$ cat src/include/rvviBridge_settings.svh
// Widths, counts, CSR slot indices, APB register map and reset values of the trace bridge
`ifndef RVVI_BRIDGE_SETTINGS_SVH
`define RVVI_BRIDGE_SETTINGS_SVH

//////////////////////////////////////////////////
// Datapath widths
//////////////////////////////////////////////////
`define RVVI_XLEN       32
`define RVVI_ORDER_W    64
`define RVVI_MODE_W     2
`define RVVI_IXL_W      2

// Counts
`define RVVI_NUM_CSR    8
`define RVVI_NUM_GPR    32
`define RVVI_NUM_IRQ    32
// Irq lines first, halt request on top
`define RVVI_NUM_NETS   33
`define RVVI_NET_HALT   32

//////////////////////////////////////////////////
// Tracked CSR slots
//////////////////////////////////////////////////
`define RVVI_CSR_MSTATUS   0
`define RVVI_CSR_MIE       1
`define RVVI_CSR_MTVEC     2
`define RVVI_CSR_MSCRATCH  3
`define RVVI_CSR_MEPC      4
`define RVVI_CSR_MCAUSE    5
`define RVVI_CSR_MIP       6
`define RVVI_CSR_DPC       7

//////////////////////////////////////////////////
// APB register map
//////////////////////////////////////////////////
`define RVVI_APB_AW        4
`define RVVI_REG_CTRL      4'h0
`define RVVI_REG_CSRCMP    4'h4
`define RVVI_REG_IRQMASK   4'h8
`define RVVI_REG_RETCNT    4'hC

// Reset values
`define RVVI_ENABLE_RST    1'b0
`define RVVI_CSRCMP_RST    8'hFF
// MSI, MTI, MEI and the 16 local lines
`define RVVI_IRQMASK_RST   32'hFFFF0888

`endif

$ cat src/rtl/rvviBridgePkg.sv
// Shared vector typedefs and the net output state enum of the trace bridge
`default_nettype none

`include "rvviBridge_settings.svh"

package rvviBridgePkg;

    //////////////////////////////////////////////////
    // Data and register file
    //////////////////////////////////////////////////

    // One architectural data word
    typedef logic [`RVVI_XLEN-1:0] xlenT;

    // GPR index, x0 to x31
    typedef logic [$clog2(`RVVI_NUM_GPR)-1:0] gprAddrT;

    // One bit per GPR written back
    typedef logic [`RVVI_NUM_GPR-1:0] gprVecT;

    //////////////////////////////////////////////////
    // CSR slots
    //////////////////////////////////////////////////

    // Per slot flag or enable
    typedef logic [`RVVI_NUM_CSR-1:0] csrVecT;

    // All tracked CSRs side by side, slot 0 in the low word
    typedef xlenT [`RVVI_NUM_CSR-1:0] csrBusT;

    //////////////////////////////////////////////////
    // Nets
    //////////////////////////////////////////////////

    // Wide enough for irq lines plus halt request
    typedef logic [$clog2(`RVVI_NUM_NETS)-1:0] netIdxT;

    // Raw core interrupt lines
    typedef logic [`RVVI_NUM_IRQ-1:0] irqVecT;

    // Output side of the event queue
    typedef enum logic {
        netIdle,
        netOffer
    } netStateT;

endpackage

`default_nettype wire

$ cat src/rtl/rvviApbRegs.sv
// APB register block: bridge enable, CSR compare enables, irq watch mask, retirement counter
`default_nettype none

`include "rvviBridge_settings.svh"

module rvviApbRegs import rvviBridgePkg::*; (
    input  wire logic                    rvvi_i,
    input  wire logic                    rstN_i,
    // APB slave
    input  wire logic [`RVVI_APB_AW-1:0] paddr_i,
    input  wire logic                    psel_i,
    input  wire logic                    penable_i,
    input  wire logic                    pwrite_i,
    input  wire xlenT                    pwdata_i,
    output      xlenT                    prdata_o,
    output      logic                    pready_o,
    // From retirement stage
    input  wire logic                    retireFire_i,
    // Control out to datapath
    output      logic                    enable_o,
    output      csrVecT                  csrCmpEn_o,
    output      irqVecT                  irqMask_o
);

    logic   wrEn;
    logic   enableQ;
    csrVecT csrCmpEnQ;
    irqVecT irqMaskQ;
    xlenT   retCntQ;

    //////////////////////////////////////////////////
    // Bus decode
    //////////////////////////////////////////////////

    // No wait states, setup plus one access cycle
    assign pready_o = 1'b1;

    // Write lands on the access edge
    assign wrEn = psel_i & penable_i & pwrite_i;

    //////////////////////////////////////////////////
    // Writable registers
    //////////////////////////////////////////////////
    always_ff @(posedge rvvi_i or negedge rstN_i) begin
        if (!rstN_i) begin
            enableQ   <= `RVVI_ENABLE_RST;
            csrCmpEnQ <= `RVVI_CSRCMP_RST;
            irqMaskQ  <= `RVVI_IRQMASK_RST;
        end else if (wrEn) begin
            case (paddr_i)
                `RVVI_REG_CTRL: begin
                    enableQ <= pwdata_i[0];
                end
                `RVVI_REG_CSRCMP: begin
                    csrCmpEnQ <= pwdata_i[`RVVI_NUM_CSR-1:0];
                end
                `RVVI_REG_IRQMASK: begin
                    irqMaskQ <= pwdata_i[`RVVI_NUM_IRQ-1:0];
                end
                // RETCNT and holes ignore writes
                default: begin
                end
            endcase
        end
    end

    // Retirement counter, free running with wrap
    always_ff @(posedge rvvi_i or negedge rstN_i) begin
        if (!rstN_i) begin
            retCntQ <= '0;
        end else if (retireFire_i) begin
            retCntQ <= retCntQ + xlenT'(1);
        end
    end

    //////////////////////////////////////////////////
    // Read mux
    //////////////////////////////////////////////////

    // Valid through the access phase, holes read zero
    always_comb begin
        prdata_o = '0;
        case (paddr_i)
            `RVVI_REG_CTRL:    prdata_o = xlenT'(enableQ);
            `RVVI_REG_CSRCMP:  prdata_o = xlenT'(csrCmpEnQ);
            `RVVI_REG_IRQMASK: prdata_o = xlenT'(irqMaskQ);
            `RVVI_REG_RETCNT:  prdata_o = retCntQ;
            default:           prdata_o = '0;
        endcase
    end

    // Control out
    assign enable_o   = enableQ;
    assign csrCmpEn_o = csrCmpEnQ;
    assign irqMask_o  = irqMaskQ;

endmodule

`default_nettype wire

$ cat src/rtl/rvviRetireStage.sv
// Registered pass-through of RVFI retirement fields and the GPR writeback vector
`default_nettype none

`include "rvviBridge_settings.svh"

module rvviRetireStage import rvviBridgePkg::*; (
    input  wire logic                    rvvi_i,
    input  wire logic                    rstN_i,
    input  wire logic                    enable_i,
    // RVFI retirement port
    input  wire logic                    rvfiValid_i,
    input  wire logic [`RVVI_ORDER_W-1:0] rvfiOrder_i,
    input  wire xlenT                    rvfiInsn_i,
    input  wire xlenT                    rvfiPc_i,
    input  wire logic                    rvfiTrap_i,
    input  wire logic                    rvfiIntr_i,
    input  wire logic [`RVVI_MODE_W-1:0] rvfiMode_i,
    input  wire logic [`RVVI_IXL_W-1:0]  rvfiIxl_i,
    input  wire gprAddrT                 rdAddr0_i,
    input  wire gprAddrT                 rdAddr1_i,
    input  wire xlenT                    rdWdata0_i,
    input  wire xlenT                    rdWdata1_i,
    // Accepted retirement, same cycle
    output      logic                    retireFire_o,
    // RVVI trace side, one cycle later
    output      logic                    valid_o,
    output      logic [`RVVI_ORDER_W-1:0] order_o,
    output      xlenT                    insn_o,
    output      xlenT                    pc_o,
    output      logic                    trap_o,
    output      logic                    intr_o,
    output      logic [`RVVI_MODE_W-1:0] mode_o,
    output      logic [`RVVI_IXL_W-1:0]  ixl_o,
    output      gprVecT                  xWb_o,
    output      xlenT                    xWdata0_o,
    output      xlenT                    xWdata1_o
);

    logic   fire;
    gprVecT wbVec;
    xlenT   wdata0Fwd;

    // Retirement only counts while the bridge is on
    assign fire         = enable_i & rvfiValid_i;
    assign retireFire_o = fire;

    //////////////////////////////////////////////////
    // Writeback vector
    //////////////////////////////////////////////////
    always_comb begin
        wbVec = '0;
        // x0 is hardwired, never flagged
        if (rdAddr0_i != '0) begin
            wbVec[rdAddr0_i] = 1'b1;
        end
        if (rdAddr1_i != '0) begin
            wbVec[rdAddr1_i] = 1'b1;
        end
    end

    // Same target on both ports, port 1 wins
    assign wdata0Fwd = (rdAddr0_i == rdAddr1_i) ? rdWdata1_i : rdWdata0_i;

    // Strobes, cleared when nothing retires
    always_ff @(posedge rvvi_i or negedge rstN_i) begin
        if (!rstN_i) begin
            valid_o <= 1'b0;
            xWb_o   <= '0;
        end else begin
            valid_o <= fire;
            xWb_o   <= fire ? wbVec : '0;
        end
    end

    // Payload, loaded only on accepted retirement
    always_ff @(posedge rvvi_i) begin
        if (fire) begin
            order_o   <= rvfiOrder_i;
            insn_o    <= rvfiInsn_i;
            pc_o      <= rvfiPc_i;
            trap_o    <= rvfiTrap_i;
            intr_o    <= rvfiIntr_i;
            mode_o    <= rvfiMode_i;
            ixl_o     <= rvfiIxl_i;
            xWdata0_o <= wdata0Fwd;
            xWdata1_o <= rdWdata1_i;
        end
    end

endmodule

`default_nettype wire

$ cat src/rtl/rvviCsrMerge.sv
// Masked CSR merge, held CSR values and per slot change flags
`default_nettype none

`include "rvviBridge_settings.svh"

module rvviCsrMerge import rvviBridgePkg::*; (
    input  wire logic   rvvi_i,
    input  wire logic   rstN_i,
    // Accepted retirement from retire stage
    input  wire logic   retire_i,
    // Per slot compare enable from APB block
    input  wire csrVecT csrCmpEn_i,
    // RVFI CSR views, one word per slot
    input  wire csrBusT csrRdata_i,
    input  wire csrBusT csrWdata_i,
    input  wire csrBusT csrWmask_i,
    // Trace side
    output      csrBusT csrValue_o,
    output      csrVecT csrWb_o
);

    csrBusT merged;
    csrBusT heldQ;
    csrVecT changed;

    //////////////////////////////////////////////////
    // Merge and compare
    //////////////////////////////////////////////////

    // Written bits under mask, read bits elsewhere
    always_comb begin
        for (int i = 0; i < `RVVI_NUM_CSR; i++) begin
            merged[i] = (csrWdata_i[i] & csrWmask_i[i])
                      | (csrRdata_i[i] & ~csrWmask_i[i]);
        end
    end

    // Difference against last held value
    always_comb begin
        for (int i = 0; i < `RVVI_NUM_CSR; i++) begin
            changed[i] = (merged[i] != heldQ[i]);
        end
    end

    //////////////////////////////////////////////////
    // Held values and flags
    //////////////////////////////////////////////////

    // Held copy starts at zero, moves only on retirement
    always_ff @(posedge rvvi_i or negedge rstN_i) begin
        if (!rstN_i) begin
            heldQ <= '0;
        end else if (retire_i) begin
            heldQ <= merged;
        end
    end

    // Flags live for one trace cycle
    always_ff @(posedge rvvi_i or negedge rstN_i) begin
        if (!rstN_i) begin
            csrWb_o <= '0;
        end else if (retire_i) begin
            // Compare off hides the slot
            csrWb_o <= changed & csrCmpEn_i;
        end else begin
            csrWb_o <= '0;
        end
    end

    assign csrValue_o = heldQ;

endmodule

`default_nettype wire

$ cat src/rtl/rvviNetEvents.sv
// Irq and halt request change detection, pending event set and valid/ready output
`default_nettype none

`include "rvviBridge_settings.svh"

module rvviNetEvents import rvviBridgePkg::*; (
    input  wire logic   rvvi_i,
    input  wire logic   rstN_i,
    input  wire logic   enable_i,
    input  wire irqVecT irqMask_i,
    // Watched nets
    input  wire irqVecT irq_i,
    input  wire logic   debugReq_i,
    // Event output
    input  wire logic   netReady_i,
    output      logic   netValid_o,
    output      netIdxT netIdx_o,
    output      logic   netValue_o
);

    logic [`RVVI_NUM_NETS-1:0] netLvl;
    logic [`RVVI_NUM_NETS-1:0] prevLvlQ;
    logic [`RVVI_NUM_NETS-1:0] watch;
    logic [`RVVI_NUM_NETS-1:0] newEvt;
    logic [`RVVI_NUM_NETS-1:0] clrEvt;
    logic [`RVVI_NUM_NETS-1:0] pendingQ;
    netIdxT                    lowIdx;
    netIdxT                    idxQ;
    netStateT                  stateQ;
    logic                      accept;

    //////////////////////////////////////////////////
    // Change detection
    //////////////////////////////////////////////////

    // Halt request on top of the irq lines
    assign netLvl = {debugReq_i, irq_i};

    // Halt request is always watched
    assign watch = {1'b1, irqMask_i};

    // Watched level changes only while enabled
    assign newEvt = enable_i ? ((netLvl ^ prevLvlQ) & watch) : '0;

    // Previous levels follow the nets whether enabled or not
    always_ff @(posedge rvvi_i or negedge rstN_i) begin
        if (!rstN_i) begin
            prevLvlQ <= '0;
        end else begin
            prevLvlQ <= netLvl;
        end
    end

    //////////////////////////////////////////////////
    // Pending set
    //////////////////////////////////////////////////

    // Handshake on the offered index
    assign accept = (stateQ == netOffer) & netReady_i;

    // Offered bit drops on handshake
    always_comb begin
        clrEvt = '0;
        if (accept) begin
            clrEvt[idxQ] = 1'b1;
        end
    end

    // Repeat change of a pending net merges into one event
    always_ff @(posedge rvvi_i or negedge rstN_i) begin
        if (!rstN_i) begin
            pendingQ <= '0;
        end else begin
            pendingQ <= (pendingQ & ~clrEvt) | newEvt;
        end
    end

    // Lowest pending index wins
    always_comb begin
        lowIdx = '0;
        for (int i = `RVVI_NUM_NETS-1; i >= 0; i--) begin
            if (pendingQ[i]) begin
                lowIdx = netIdxT'(i);
            end
        end
    end

    //////////////////////////////////////////////////
    // Output FSM
    //////////////////////////////////////////////////
    always_ff @(posedge rvvi_i or negedge rstN_i) begin
        if (!rstN_i) begin
            stateQ <= netIdle;
            idxQ   <= '0;
        end else begin
            case (stateQ)
                netIdle: begin
                    // Pick up the lowest pending net
                    if (pendingQ != '0) begin
                        stateQ <= netOffer;
                        idxQ   <= lowIdx;
                    end
                end
                netOffer: begin
                    // Index held until accepted
                    if (netReady_i) begin
                        stateQ <= netIdle;
                    end
                end
            endcase
        end
    end

    assign netValid_o = (stateQ == netOffer);
    assign netIdx_o   = idxQ;

    // Live level of the offered net
    assign netValue_o = netLvl[idxQ];

endmodule

`default_nettype wire

$ cat src/rtl/rvviBridgeTop.sv
// Trace bridge top level: APB registers, retirement stage, CSR merge and net events
`default_nettype none

`include "rvviBridge_settings.svh"

module rvviBridgeTop import rvviBridgePkg::*; (
    input  wire logic                     rvvi_i,
    input  wire logic                     rstN_i,
    // APB slave
    input  wire logic [`RVVI_APB_AW-1:0]  paddr_i,
    input  wire logic                     psel_i,
    input  wire logic                     penable_i,
    input  wire logic                     pwrite_i,
    input  wire xlenT                     pwdata_i,
    output      xlenT                     prdata_o,
    output      logic                     pready_o,
    // RVFI retirement port
    input  wire logic                     rvfiValid_i,
    input  wire logic [`RVVI_ORDER_W-1:0] rvfiOrder_i,
    input  wire xlenT                     rvfiInsn_i,
    input  wire xlenT                     rvfiPc_i,
    input  wire logic                     rvfiTrap_i,
    input  wire logic                     rvfiIntr_i,
    input  wire logic [`RVVI_MODE_W-1:0]  rvfiMode_i,
    input  wire logic [`RVVI_IXL_W-1:0]   rvfiIxl_i,
    input  wire gprAddrT                  rdAddr0_i,
    input  wire gprAddrT                  rdAddr1_i,
    input  wire xlenT                     rdWdata0_i,
    input  wire xlenT                     rdWdata1_i,
    // RVFI CSR views
    input  wire csrBusT                   csrRdata_i,
    input  wire csrBusT                   csrWdata_i,
    input  wire csrBusT                   csrWmask_i,
    // Watched nets
    input  wire irqVecT                   irq_i,
    input  wire logic                     debugReq_i,
    input  wire logic                     netReady_i,
    output      logic                     netValid_o,
    output      netIdxT                   netIdx_o,
    output      logic                     netValue_o,
    // RVVI trace side
    output      logic                     valid_o,
    output      logic [`RVVI_ORDER_W-1:0] order_o,
    output      xlenT                     insn_o,
    output      xlenT                     pc_o,
    output      logic                     trap_o,
    output      logic                     intr_o,
    output      logic [`RVVI_MODE_W-1:0]  mode_o,
    output      logic [`RVVI_IXL_W-1:0]   ixl_o,
    output      gprVecT                   xWb_o,
    output      xlenT                     xWdata0_o,
    output      xlenT                     xWdata1_o,
    output      csrBusT                   csrValue_o,
    output      csrVecT                   csrWb_o
);

    logic   enable;
    logic   retireFire;
    csrVecT csrCmpEn;
    irqVecT irqMask;

    rvviApbRegs uRegs (
        .rvvi_i       (rvvi_i),
        .rstN_i       (rstN_i),
        .paddr_i      (paddr_i),
        .psel_i       (psel_i),
        .penable_i    (penable_i),
        .pwrite_i     (pwrite_i),
        .pwdata_i     (pwdata_i),
        .prdata_o     (prdata_o),
        .pready_o     (pready_o),
        .retireFire_i (retireFire),
        .enable_o     (enable),
        .csrCmpEn_o   (csrCmpEn),
        .irqMask_o    (irqMask)
    );

    rvviRetireStage uRetire (
        .rvvi_i       (rvvi_i),
        .rstN_i       (rstN_i),
        .enable_i     (enable),
        .rvfiValid_i  (rvfiValid_i),
        .rvfiOrder_i  (rvfiOrder_i),
        .rvfiInsn_i   (rvfiInsn_i),
        .rvfiPc_i     (rvfiPc_i),
        .rvfiTrap_i   (rvfiTrap_i),
        .rvfiIntr_i   (rvfiIntr_i),
        .rvfiMode_i   (rvfiMode_i),
        .rvfiIxl_i    (rvfiIxl_i),
        .rdAddr0_i    (rdAddr0_i),
        .rdAddr1_i    (rdAddr1_i),
        .rdWdata0_i   (rdWdata0_i),
        .rdWdata1_i   (rdWdata1_i),
        .retireFire_o (retireFire),
        .valid_o      (valid_o),
        .order_o      (order_o),
        .insn_o       (insn_o),
        .pc_o         (pc_o),
        .trap_o       (trap_o),
        .intr_o       (intr_o),
        .mode_o       (mode_o),
        .ixl_o        (ixl_o),
        .xWb_o        (xWb_o),
        .xWdata0_o    (xWdata0_o),
        .xWdata1_o    (xWdata1_o)
    );

    rvviCsrMerge uCsr (
        .rvvi_i     (rvvi_i),
        .rstN_i     (rstN_i),
        .retire_i   (retireFire),
        .csrCmpEn_i (csrCmpEn),
        .csrRdata_i (csrRdata_i),
        .csrWdata_i (csrWdata_i),
        .csrWmask_i (csrWmask_i),
        .csrValue_o (csrValue_o),
        .csrWb_o    (csrWb_o)
    );

    rvviNetEvents uNets (
        .rvvi_i     (rvvi_i),
        .rstN_i     (rstN_i),
        .enable_i   (enable),
        .irqMask_i  (irqMask),
        .irq_i      (irq_i),
        .debugReq_i (debugReq_i),
        .netReady_i (netReady_i),
        .netValid_o (netValid_o),
        .netIdx_o   (netIdx_o),
        .netValue_o (netValue_o)
    );

endmodule

`default_nettype wire

$ cat config.mk
export PLATFORM = sky130hd
export DESIGN_NAME = rvviBridgeTop
export DESIGN_NICKNAME = d
export VERILOG_FILES = /design/src/rtl/rvviBridgePkg.sv /design/src/rtl/rvviApbRegs.sv /design/src/rtl/rvviRetireStage.sv /design/src/rtl/rvviCsrMerge.sv /design/src/rtl/rvviNetEvents.sv /design/src/rtl/rvviBridgeTop.sv
export VERILOG_INCLUDE_DIRS = /design/src /design/src/include
export SDC_FILE = /design/constraint.sdc
export NUM_CORES = 1
export LEC_CHECK = 0
export BUFFER_PORTS_ARGS = -buffer_cell sky130_fd_sc_hd__buf_2
export CELL_PAD_IN_SITES_DETAIL_PLACEMENT = 1
export CELL_PAD_IN_SITES_GLOBAL_PLACEMENT = 1
export CORE_AREA = 2 2 612 614
export DETAILED_ROUTE_END_ITERATION = 8
export DIE_AREA = 0 0 614 616
export GPL_TIMING_DRIVEN = 0
export PLACE_DENSITY = 0.3
export RECOVER_POWER = 50
export SKIP_LAST_GASP = 1
export SYNTH_ARGS = -nofsm -noshare
export SYNTH_HDL_FRONTEND = slang
export SYNTH_HIERARCHICAL = 1
export SYNTH_SLANG_ARGS = --single-unit
$ cat constraint.sdc
create_clock -name rvvi_i -period 7 [get_ports rvvi_i]
set_input_delay 1.05 -clock rvvi_i [delete_from_list [all_inputs] [get_ports rvvi_i]]
set_output_delay 1.05 -clock rvvi_i [all_outputs]
set_load 0.05 [all_outputs]
==> results.toml, run 1 <==
[run_status]
violations = "capacitance limit, slew limit"
status = "complete, but fails checks"

[place]
dp.cells = 8972
hpwl_microns = 278000
place_ws_ns = 1.82
portBuffers = 1580
place_congestion = 0.929
dpl-instance-area_sq_um = 43900

[route]
vias = 29105
first_pass_iters = 5
routed_via_density = 3.14
route.detailed.drc = 0
ant_nets = 0
wl_per_cell_microns = 33.9
routed_wl_microns = 314000
first_iter_violations = 1525

[synth]
syn-cell-area_sq_um = 29500
yosys_warnings = 6
synthCells = 2408
synth.distinct_cells = 75
ys_ff_latch = 641
ys_seq_area_share_pct = 57.8
synth.avg_cell_area_sq_um = 12.3
synthArstFlopShare_pct = 69.1
synth-edff-count = 198
postSynthNetCount = 3461
synth_ff_type = "dfrtp_1"

[floorplanning]
core_sq_um = 371000
die_area_sq_um = 378000
die_w_microns = 614
die_h_microns = 616
ios = 1588
rows = 224
start_util_pct = 7.94

[layout]
multiInputGateArea_sq_um = 11700
regArea_sq_um = 17100
area_growth_syn_to_layout_pct = 59.5
final_common_cell = "buf_2"
mostFrequentLayoutCells = "buf_2 (1457), dfrtp_1 (416), nor2_1 (309)"
final_area_sq_um = 47100
drive_above_1_share_pct = 40.5
final_cells = 9273
fin_nets = 5157
fillers = 43560

[clock_tree]
post_cts_buffers = 0
htree_levels = 3
cts-resized-gates = 0
clk_path_buf_depth = 4
cts_hold_buf = 0
cts_tree = "yes"
cts_buffers = 102
cts-root-buf = "clkbuf_16"
clock_sinks = 641
clk_pin_slew_ns = 0.06
clk_latency_ns = 0.85

[sta]
maxSlewViolCount = 201
setup_slack_ns = 1.82
tns_ns = 0
period_share_pct = 74.0
fmax_ghz = 0.193
finalHoldViolCount = 0
setup_viol = 0
finalClockSkew_ns = 0.113
relSlewSlack_pct = -137
rsz0062_at_grt = "no"
min_period_ns = 5.18
worst_pin_slew_ns = 3.56

[critical_path]
cp-start-kind = "input port"
max_stage_delay_ns = 2.44
critPathTopFamily = "buffers and inverters"
critical_path.cell_chain = "clkbuf_1 -> clkbuf_2"
path_class = "input port to async pin"
critical_path.max_fanout = 75
worstSetupEndpointType = "async pin"
path_buf_inv = 2
crit_slowest_cell = "clkbuf_1"
cp_data_required_time_ns = 7.39
critPathArrivalTime_ns = 5.57

[pwr]
power.leakage_nw = 19.7
ir_drop_mv = 0.204
power_density_nw_per_um2 = 392

[global_route]
grt_pass1_vias = 29828
grt_pass1_wl_microns = 380000
track_usage_pct = 16.0
gr-total-overflow = 0
grt_max_degree = 85
antenna_found_initial = 453

[job]
maxCapViolations = 7

[hold_path]
hold_path.class = "input port to flip-flop"
==> logic make-up (layout without fill, tap and decap cells) <==
| logic type | count (synthesis) | in the layout | share of synthesized area, % |
|---|---|---|---|
| buf+inv | 114 | 1889 | 1.79 |
| fa+ha+maj | 1 | 1 | 0.0424 |
| xor+xnor | 325 | 325 | 9.67 |
| flops | 641 | 641 | 57.8 |
| other cells | 2 | 120 | 0.0255 |
| mux | 337 | 337 | 12.3 |
| compound gates | 404 | 404 | 8.40 |
| simple gates | 584 | 584 | 9.97 |
==> power by group <==
| part | internal (mW) | switching (mW) | total (mW) |
|---|---|---|---|
| registers | 4.78 | 0.976 | 5.75 |
| logic | 1.74 | 5.66 | 7.39 |
| clock network | 3.10 | 2.21 | 5.31 |
==> routing by layer <==
| layer | routed length [microns] | global-route usage (%) | up-vias |
|---|---|---|---|
| met1 | 106000 | 15.9 | 14267 |
| met5 | 601 | 0 | - |
| met3 | 20200 | 4.14 | 922 |
| li1 | - | - | 12236 |
| met4 | 12900 | 4.70 | 92 |
| met2 | 174000 | 32.0 | 1588 |
==> Yosys cell counts (31+ instances only) <==
cell type    n  area share [%]
mux2i_1    260             8.8
nand2_1     69            0.88
xor2_1     295             8.8
dfrtp_1    416              35
nand4_1     81             1.7
edfxtp_1   198              20
a21oi_1    272             4.6
a22oi_1     39            0.99
buf_2       42            0.71
nor2_1     309             3.9
clkbuf_1    47            0.60
a32o_1      31             1.1
==> final timing paths <==
path | slack, ns | depth (start not counted) | endpoint | start
setup / recovery | 1.82 | 2 | uCsr/csrValue_o[4]$_DFFE_PN0P_ | rstN_i
min in group asynchronous | 1.39 | 1 | uRetire/valid_o$_DFF_PN0_ | rstN_i
max in group rvvi_i | 1.83 | 5 | prdata_o[5] | paddr_i[1]
setup reg to reg | 2.40 | 7 | uRetire/pc_o[17]$_DFFE_PP_ | uRegs/enable_o$_DFFE_PN0P_
hold / removal | 0.36 | 1 | uNets/prevLvlQ[6]$_DFF_PN0_ | irq_i[6]
hold reg to reg | 0.48 | 1 | uRegs/retCntQ[31]$_DFFE_PN0P_ | uRegs/retCntQ[31]$_DFFE_PN0P_
==> state kept, by name, summed over array words and instances, names as in the netlist, 6 cells and up <==
name,count
uCsr/csrValue_o,256
uRetire/order_o,64
uNets/pendingQ,33
uNets/prevLvlQ,33
uRegs/irqMask_o,32
uRegs/retCntQ,32
uRetire/insn_o,32
uRetire/pc_o,32
uRetire/xWb_o,32
uRetire/xWdata0_o,32
uRetire/xWdata1_o,32
uCsr/csrWb_o,8
uRegs/csrCmpEn_o,8
uNets/netIdx_o,6
==> final cells by class <==
cell class / count / area share [%]
sequential: 641 / 36.3
inverter: 11 / 0.0904
antenna: 118 / 0.628
clock buffer: 145 / 6.18
clock inverter: 38 / 0.840
buffer: 103 / 0.952
timing repair buffer: 1592 / 16.9
multi-input combinational: 1653 / 24.9
tap: 4972 / 13.2
==> metrics by stage <==
step                hold WS [ns]  utilization [%]  power, mW
global route               0.297             12.7       19.4
floorplan                  0.446                -       10.1
finish                     0.363             12.7       18.5
global placement           0.472             11.7       13.4
detailed placement         0.475             11.8       13.5
CTS                       0.0585             12.7       19.0
No activity file was read; power rests on OpenSTA's default activity.
==> inputs of run 2 (changes only) <==
==> constraint.sdc (replaced) <==
create_clock -name rvvi_i -period 4.2 [get_ports rvvi_i]
set_input_delay 0.63 -clock rvvi_i [delete_from_list [all_inputs] [get_ports rvvi_i]]
set_output_delay 0.63 -clock rvvi_i [all_outputs]
set_load 0.05 [all_outputs]
==> results.toml, run 2 (synthesized netlist as in run 1, its figures left out) <==
[run_status]
status = "complete, but fails checks"
violations = "capacitance limit, slew limit"

[route]
vias = 29982
route.detailed.drc = 0
first_iter_violations = 1585
routed_via_density = 3.15
wl_per_cell_microns = 32.9
wl_met2_microns = 159000
dr_wl_met3_microns = 20900
ant_nets = 0
wl_met1_microns = 121000
first_pass_iters = 4
routed_wl_microns = 313000
top_layer = "met5"

[pwr]
finalPower_mw = 31.0
power_density_nw_per_um2 = 628
p_seq_share_pct = 31.2
swShare_pct = 48.1
p_int_mw = 16.1
ir_drop_mv = 0.336
pwr-share-clk_pct = 28.1
power.switching_mw = 14.9
power.leakage_nw = 20.1
power_frac_comb_pct = 40.7

[floorplanning]
start_util_pct = 7.94
die_h_microns = 616
ios = 1588
rows = 224
die_w_microns = 614
die_area_sq_um = 378000
core_sq_um = 371000

[critical_path]
cp_data_required_time_ns = 3.57
reg2regPathDepth = 7
cp-start-kind = "flip-flop"
critical_path.max_fanout = 10
critPathArrivalTime_ns = 3.31
critical_path.cell_chain = "buf_2 -> nor2b_2 -> a221oi_1 -> a31oi_1 -> o31ai_1 -> o311ai_2 -> buf_4"
crit_slowest_cell = "dfrtp_1"
worstSetupEndpointType = "output pin"
max_stage_delay_ns = 0.48
path_class = "flip-flop to output pin"
reg2reg_slack_ns = 0.47

[layout]
final_cells = 9516
largest_register_ffs = 256
final_common_cell = "buf_2"
final_util_pct = 13.3
final_area_sq_um = 49400
drive_above_1_share_pct = 34.2
mostFrequentLayoutCells = "buf_2 (1200), clkbuf_1 (454), dfrtp_1 (416)"
area_growth_syn_to_layout_pct = 67.6
fin_nets = 5383

[place]
dp.cells = 8972
dpl-instance-area_sq_um = 44300
portBuffers = 1580
place_congestion = 0.944
hpwl_microns = 277000

[clock_tree]
cts-root-buf = "clkbuf_16"
htree_levels = 3
clock_sinks = 641
cts_buffers = 101
clk_path_buf_depth = 4
cts_tree = "yes"
clk_pin_slew_ns = 0.06
clk_latency_ns = 0.84

[global_route]
track_usage_pct = 15.9
grt_max_degree = 103
grt_pass1_vias = 31154
gr-total-overflow = 0
antenna_found_initial = 340
grt_pass1_wl_microns = 381000

[sta]
maxSlewViolCount = 15
relSlewSlack_pct = -71.5
min_period_ns = 3.94
worst_pin_slew_ns = 2.55
finalClockSkew_ns = 0.0921
period_share_pct = 93.9
setup_viol = 0
fmax_ghz = 0.253
finalHoldViolCount = 0
hold_slack_ns = 0.109
rsz0062_at_grt = "no"

[hold_path]
hold_path.class = "input port to flip-flop"
whs_path_depth = 2

[job]
maxCapViolations = 2
[run 2: path summary, 6_finish.rpt]
| path | from | to |
|---|---|---|
| min in group asynchronous | rstN_i | uRetire/valid_o$_DFF_PN0_ |
| min | rdWdata0_i[28] | uRetire/xWdata0_o[28]$_DFFE_PP_ |
| max in group asynchronous | rstN_i | uCsr/csrValue_o[119]$_DFFE_PN0P_ |
| max reg2reg | uRegs/enable_o$_DFFE_PN0P_ | uRetire/order_o[5]$_DFFE_PP_ |
| max | uNets/netIdx_o[0]$_DFFE_PN0P_ | netValue_o |
| min reg2reg | uRegs/irqMask_o[9]$_DFFE_PN0P_ | uNets/pendingQ[9]$_DFF_PN0_ |
[run 2: per-stage QoR]
stage	TNS [ns]	worst slack [ns]
after floorplan	-117.78	-0.569
after global placement	-5840.29	-10.33
after detailed placement	0	0.549
after CTS	0	0.0676
after global routing	0	0.0296
final	0	0.255
[run 2: final cells by class]
type / instances / area, sq um
antenna: 138 / 345
buffer: 103 / 719
clock buffer: 143 / 2880
clock inverter: 36 / 373
fill: 43516 / 322000
inverter: 11 / 42.5
multi-input combinational: 1653 / 11800
sequential: 641 / 17100
tap: 4972 / 6220
timing repair buffer: 1819 / 9960
[run 2: what timing repair did]
| item | 4_1_cts | 5_1_grt |
|---|---|---|
| setup buffers | 0 | 0 |
| hold buffers | 227 | 0 |
| endpoints found under the hold margin | 305 | 0 |
| endpoints found under the setup margin | 1 | 0 |
| gates resized for setup | 4 | 0 |
[run 2: power groups by stage]
| stage | combinational [mW] | clock (mW) | sequential, mW |
|---|---|---|---|
| 2_1_floorplan | 3.25 | 0 | 13.7 |
| 3_3_place_gp | 12.8 | 0 | 9.77 |
| 3_5_place_dp | 12.9 | 0 | 9.79 |
| 4_1_cts | 13.2 | 9.19 | 9.70 |
| 5_1_grt | 13.3 | 9.30 | 9.91 |
| 6_report | 12.6 | 8.72 | 9.68 |
[run 2: metal layers]
layer | vias up | track usage (%)
met1 | 14979 | 18.2
met2 | 1501 | 28.8
met5 | - | 0
met3 | 698 | 3.73
li1 | 12716 | -
met4 | 88 | 5.21
[run 2: worst max-delay path: cells and delay by family, from the launching register on]
family | cells | cell delay (ns)
and+or+nand+nor | 1 | 0.46
DFF | 1 | 0.48
buffers and inverters | 2 | 0.58
AOI/OAI and AO/OA | 4 | 0.94
==> inputs of run 3 (changes only) <==
--- a/config.mk
+++ b/config.mk
@@ -6,14 +6,15 @@
 export SDC_FILE = /design/constraint.sdc
 export NUM_CORES = 1
 export LEC_CHECK = 0
+export ABC_AREA = 1
 export BUFFER_PORTS_ARGS = -buffer_cell sky130_fd_sc_hd__buf_2
 export CELL_PAD_IN_SITES_DETAIL_PLACEMENT = 1
 export CELL_PAD_IN_SITES_GLOBAL_PLACEMENT = 1
-export CORE_AREA = 2 2 612 614
+export CORE_AREA = 2 2 617 619
 export DETAILED_ROUTE_END_ITERATION = 8
-export DIE_AREA = 0 0 614 616
+export DIE_AREA = 0 0 619 621
 export GPL_TIMING_DRIVEN = 0
-export PLACE_DENSITY = 0.3
+export PLACE_DENSITY = 0.33
 export RECOVER_POWER = 50
 export SKIP_LAST_GASP = 1
 export SYNTH_ARGS = -nofsm -noshare
==> results.toml, run 3 <==
[sta]
setup_slack_ns = 0.259
relSlewSlack_pct = -82.1
worst_pin_slew_ns = 2.73
tns_ns = 0
period_share_pct = 93.8
finalHoldViolCount = 0
hold_slack_ns = 0.115
min_period_ns = 3.94
rsz0062_at_grt = "no"
finalClockSkew_ns = 0.0565
fmax_ghz = 0.254
setup_viol = 0
maxSlewViolCount = 133

[place]
dpl-instance-area_sq_um = 49300
hpwl_microns = 273000
dp.cells = 11374
portBuffers = 1585
place_congestion = 0.889
place_ws_ns = -0.133

[synth]
ys_ff_latch = 641
syn-cell-area_sq_um = 34600
synth_area_leaders = "dfrtp_1 (30%), nand2_1 (22%), edfxtp_1 (17%)"
yosys_warnings = 6
synth_ff_type = "dfrtp_1"
synth.avg_cell_area_sq_um = 7.27
postSynthNetCount = 5811
synth_top_cell_by_area = "dfrtp_1"
yosys-top-cells-count = "nand2_1 (1989), inv_1 (783), dfrtp_1 (416)"
yosys.area.top_type_share_pct = 30.1
synthArstFlopShare_pct = 69.1
ys_seq_area_share_pct = 49.4
synthCells = 4758
yosysMostFrequentCell = "nand2_1"
synth.distinct_cells = 49
synth-edff-count = 198

[global_route]
grt_pass1_wl_microns = 405000
antenna_found_initial = 334
grt_max_degree = 90
grt_pass1_vias = 42082
track_usage_pct = 15.8
gr-total-overflow = 0

[clock_tree]
clock_sinks = 641
post_cts_buffers = 0
clk_path_buf_depth = 4
htree_levels = 3
cts_tree = "yes"
clk_latency_ns = 0.84
clk_pin_slew_ns = 0.06
cts_buffers = 105
cts-root-buf = "clkbuf_16"

[floorplanning]
die_area_sq_um = 384000
start_util_pct = 9.15
ios = 1588
rows = 226
core_sq_um = 378000
die_h_microns = 621
die_w_microns = 619

[run_status]
status = "complete, but fails checks"
violations = "capacitance limit, slew limit"

[critical_path]
max_stage_delay_ns = 0.86
cp_data_required_time_ns = 3.57
critical_path.max_fanout = 6
reg2reg_slack_ns = 0.26
worstSetupEndpointType = "output pin"
critPathArrivalTime_ns = 3.31
r2r_start = "uRegs/enable_o$_DFFE_PN0P_"
r2r-end = "uRetire/xWdata0_o[12]$_DFFE_PP_"
crit_slowest_cell = "nor3_1"
crit_path_frequent_cell = "nand2_1"
critical_path.cell_chain = "inv_2 -> nor3_1 -> nand2_1 -> nand4_1 -> nand2_1 -> o21ai_1 -> a2111o_1 -> buf_2"
cp-start-kind = "flip-flop"
path_class = "flip-flop to output pin"
reg2regPathDepth = 5

[layout]
regArea_sq_um = 17100
mostFrequentLayoutCells = "nand2_1 (1986), buf_2 (1345), inv_1 (781)"
largest_register_ffs = 256
fin_nets = 7749
final_area_sq_um = 54900
final_common_cell = "nand2_1"
area_growth_syn_to_layout_pct = 58.8
drive_above_1_share_pct = 24.8
multiInputGateArea_sq_um = 14000
final_cells = 11853
final_util_pct = 14.5
fillers = 45900

[route]
first_iter_violations = 2116
ant_nets = 0
first_pass_iters = 5
routed_via_density = 3.43
vias = 40658
route.detailed.drc = 0
routed_wl_microns = 315000
wl_per_cell_microns = 26.5

[pwr]
power.leakage_nw = 27.4
finalPower_mw = 31.2
ir_drop_mv = 0.369
power_density_nw_per_um2 = 569

[hold_path]
whs_path_depth = 3
hold_path.class = "input port to flip-flop"
worstHoldEndpoint = "uRetire/xWdata0_o[0]$_DFFE_PP_"
holdCritStartpoint = "rdWdata0_i[0]"

[job]
maxCapViolations = 3
run 3: cell types whose count changed after synthesis, moves of 35 or more:
cell,previous run,this run
nand4_1,81,46
xor2_1,295,19
mux2i_1,260,0
nand3b_1,6,97
inv_1,11,783
nand2_1,69,1989
nand3_1,26,300
o21ai_0,9,245
a21oi_1,272,36
a22oi_1,39,4
o21ai_1,0,115
run 3: where the power goes:
part	internal [mW]	switching (mW)
combinational	2.96	9.68
sequential	7.92	1.32
clock	5.56	3.79
total	16.4	14.8
run 3: worst max-delay path by stage:
stage	start	end	slack, ns	cells past startpoint
CTS	uNets/netIdx_o[0]$_DFFE_PN0P_	netValue_o	0.05	10
global placement	rstN_i	uCsr/csrValue_o[165]$_DFFE_PN0P_	-10.63	1
floorplan	rvfiValid_i	uRegs/retCntQ[14]$_DFFE_PN0P_	-0.45	11
detailed placement	rvfiValid_i	uCsr/csrValue_o[114]$_DFFE_PN0P_	-0.13	10
finish	uNets/netIdx_o[1]$_DFFE_PN0P_	netValue_o	0.26	8
global route	rstN_i	uCsr/csrValue_o[249]$_DFFE_PN0P_	0.06	4
run 3: layout make-up:
class / instances / share of cell area [%]
Clock inverter: 36 / 0.829
Timing Repair Buffer: 1831 / 18.6
Tap cell: 5016 / 11.4
Buffer: 95 / 1.24
Clock buffer: 155 / 5.62
Inverter: 796 / 5.45
Multi-Input combinational cell: 3226 / 25.5
Sequential cell: 641 / 31.1
Antenna cell: 57 / 0.260
run 3: metal layers:
layer  wire [microns]  vias to the layer above  GRT usage, %  share of wire, %
li1                 -                    18739             -                 -
met1           124000                    19534          18.1                40
met2           158000                     1570          28.6                50
met3            22100                      697          4.40               7.0
met4             9630                      118          4.01               3.1
met5              789                        -             0              0.25
run 3: kinds of logic after synthesis:
| group | count (synthesis) | share of synthesized area (%) |
|---|---|---|
| buffers and inverters | 891 | 10.5 |
| XOR/XNOR | 22 | 0.579 |
| AND/OR/NAND/NOR | 2770 | 32.9 |
| other | 2 | 0.0217 |
| adder cells (fa/ha/maj) | 1 | 0.0362 |
| flip-flops | 641 | 49.4 |
| AO/OA/AOI/OAI | 431 | 6.59 |
run 3: worst max-delay path: cells and delay by family, from the launching register on:
kind / cells / cell delay (ns)
AO/OA/AOI/OAI: 2 / 0.36
AND/OR/NAND/NOR: 4 / 1.20
flip-flops: 1 / 0.50
buffers and inverters: 2 / 0.43
run 3: timing repair:
action	CTS	global route
hold buffers	231	0
setup endpoints to repair	1	2
pin swaps	0	0
endpoints found under the hold margin	297	0
resized for setup	2	3
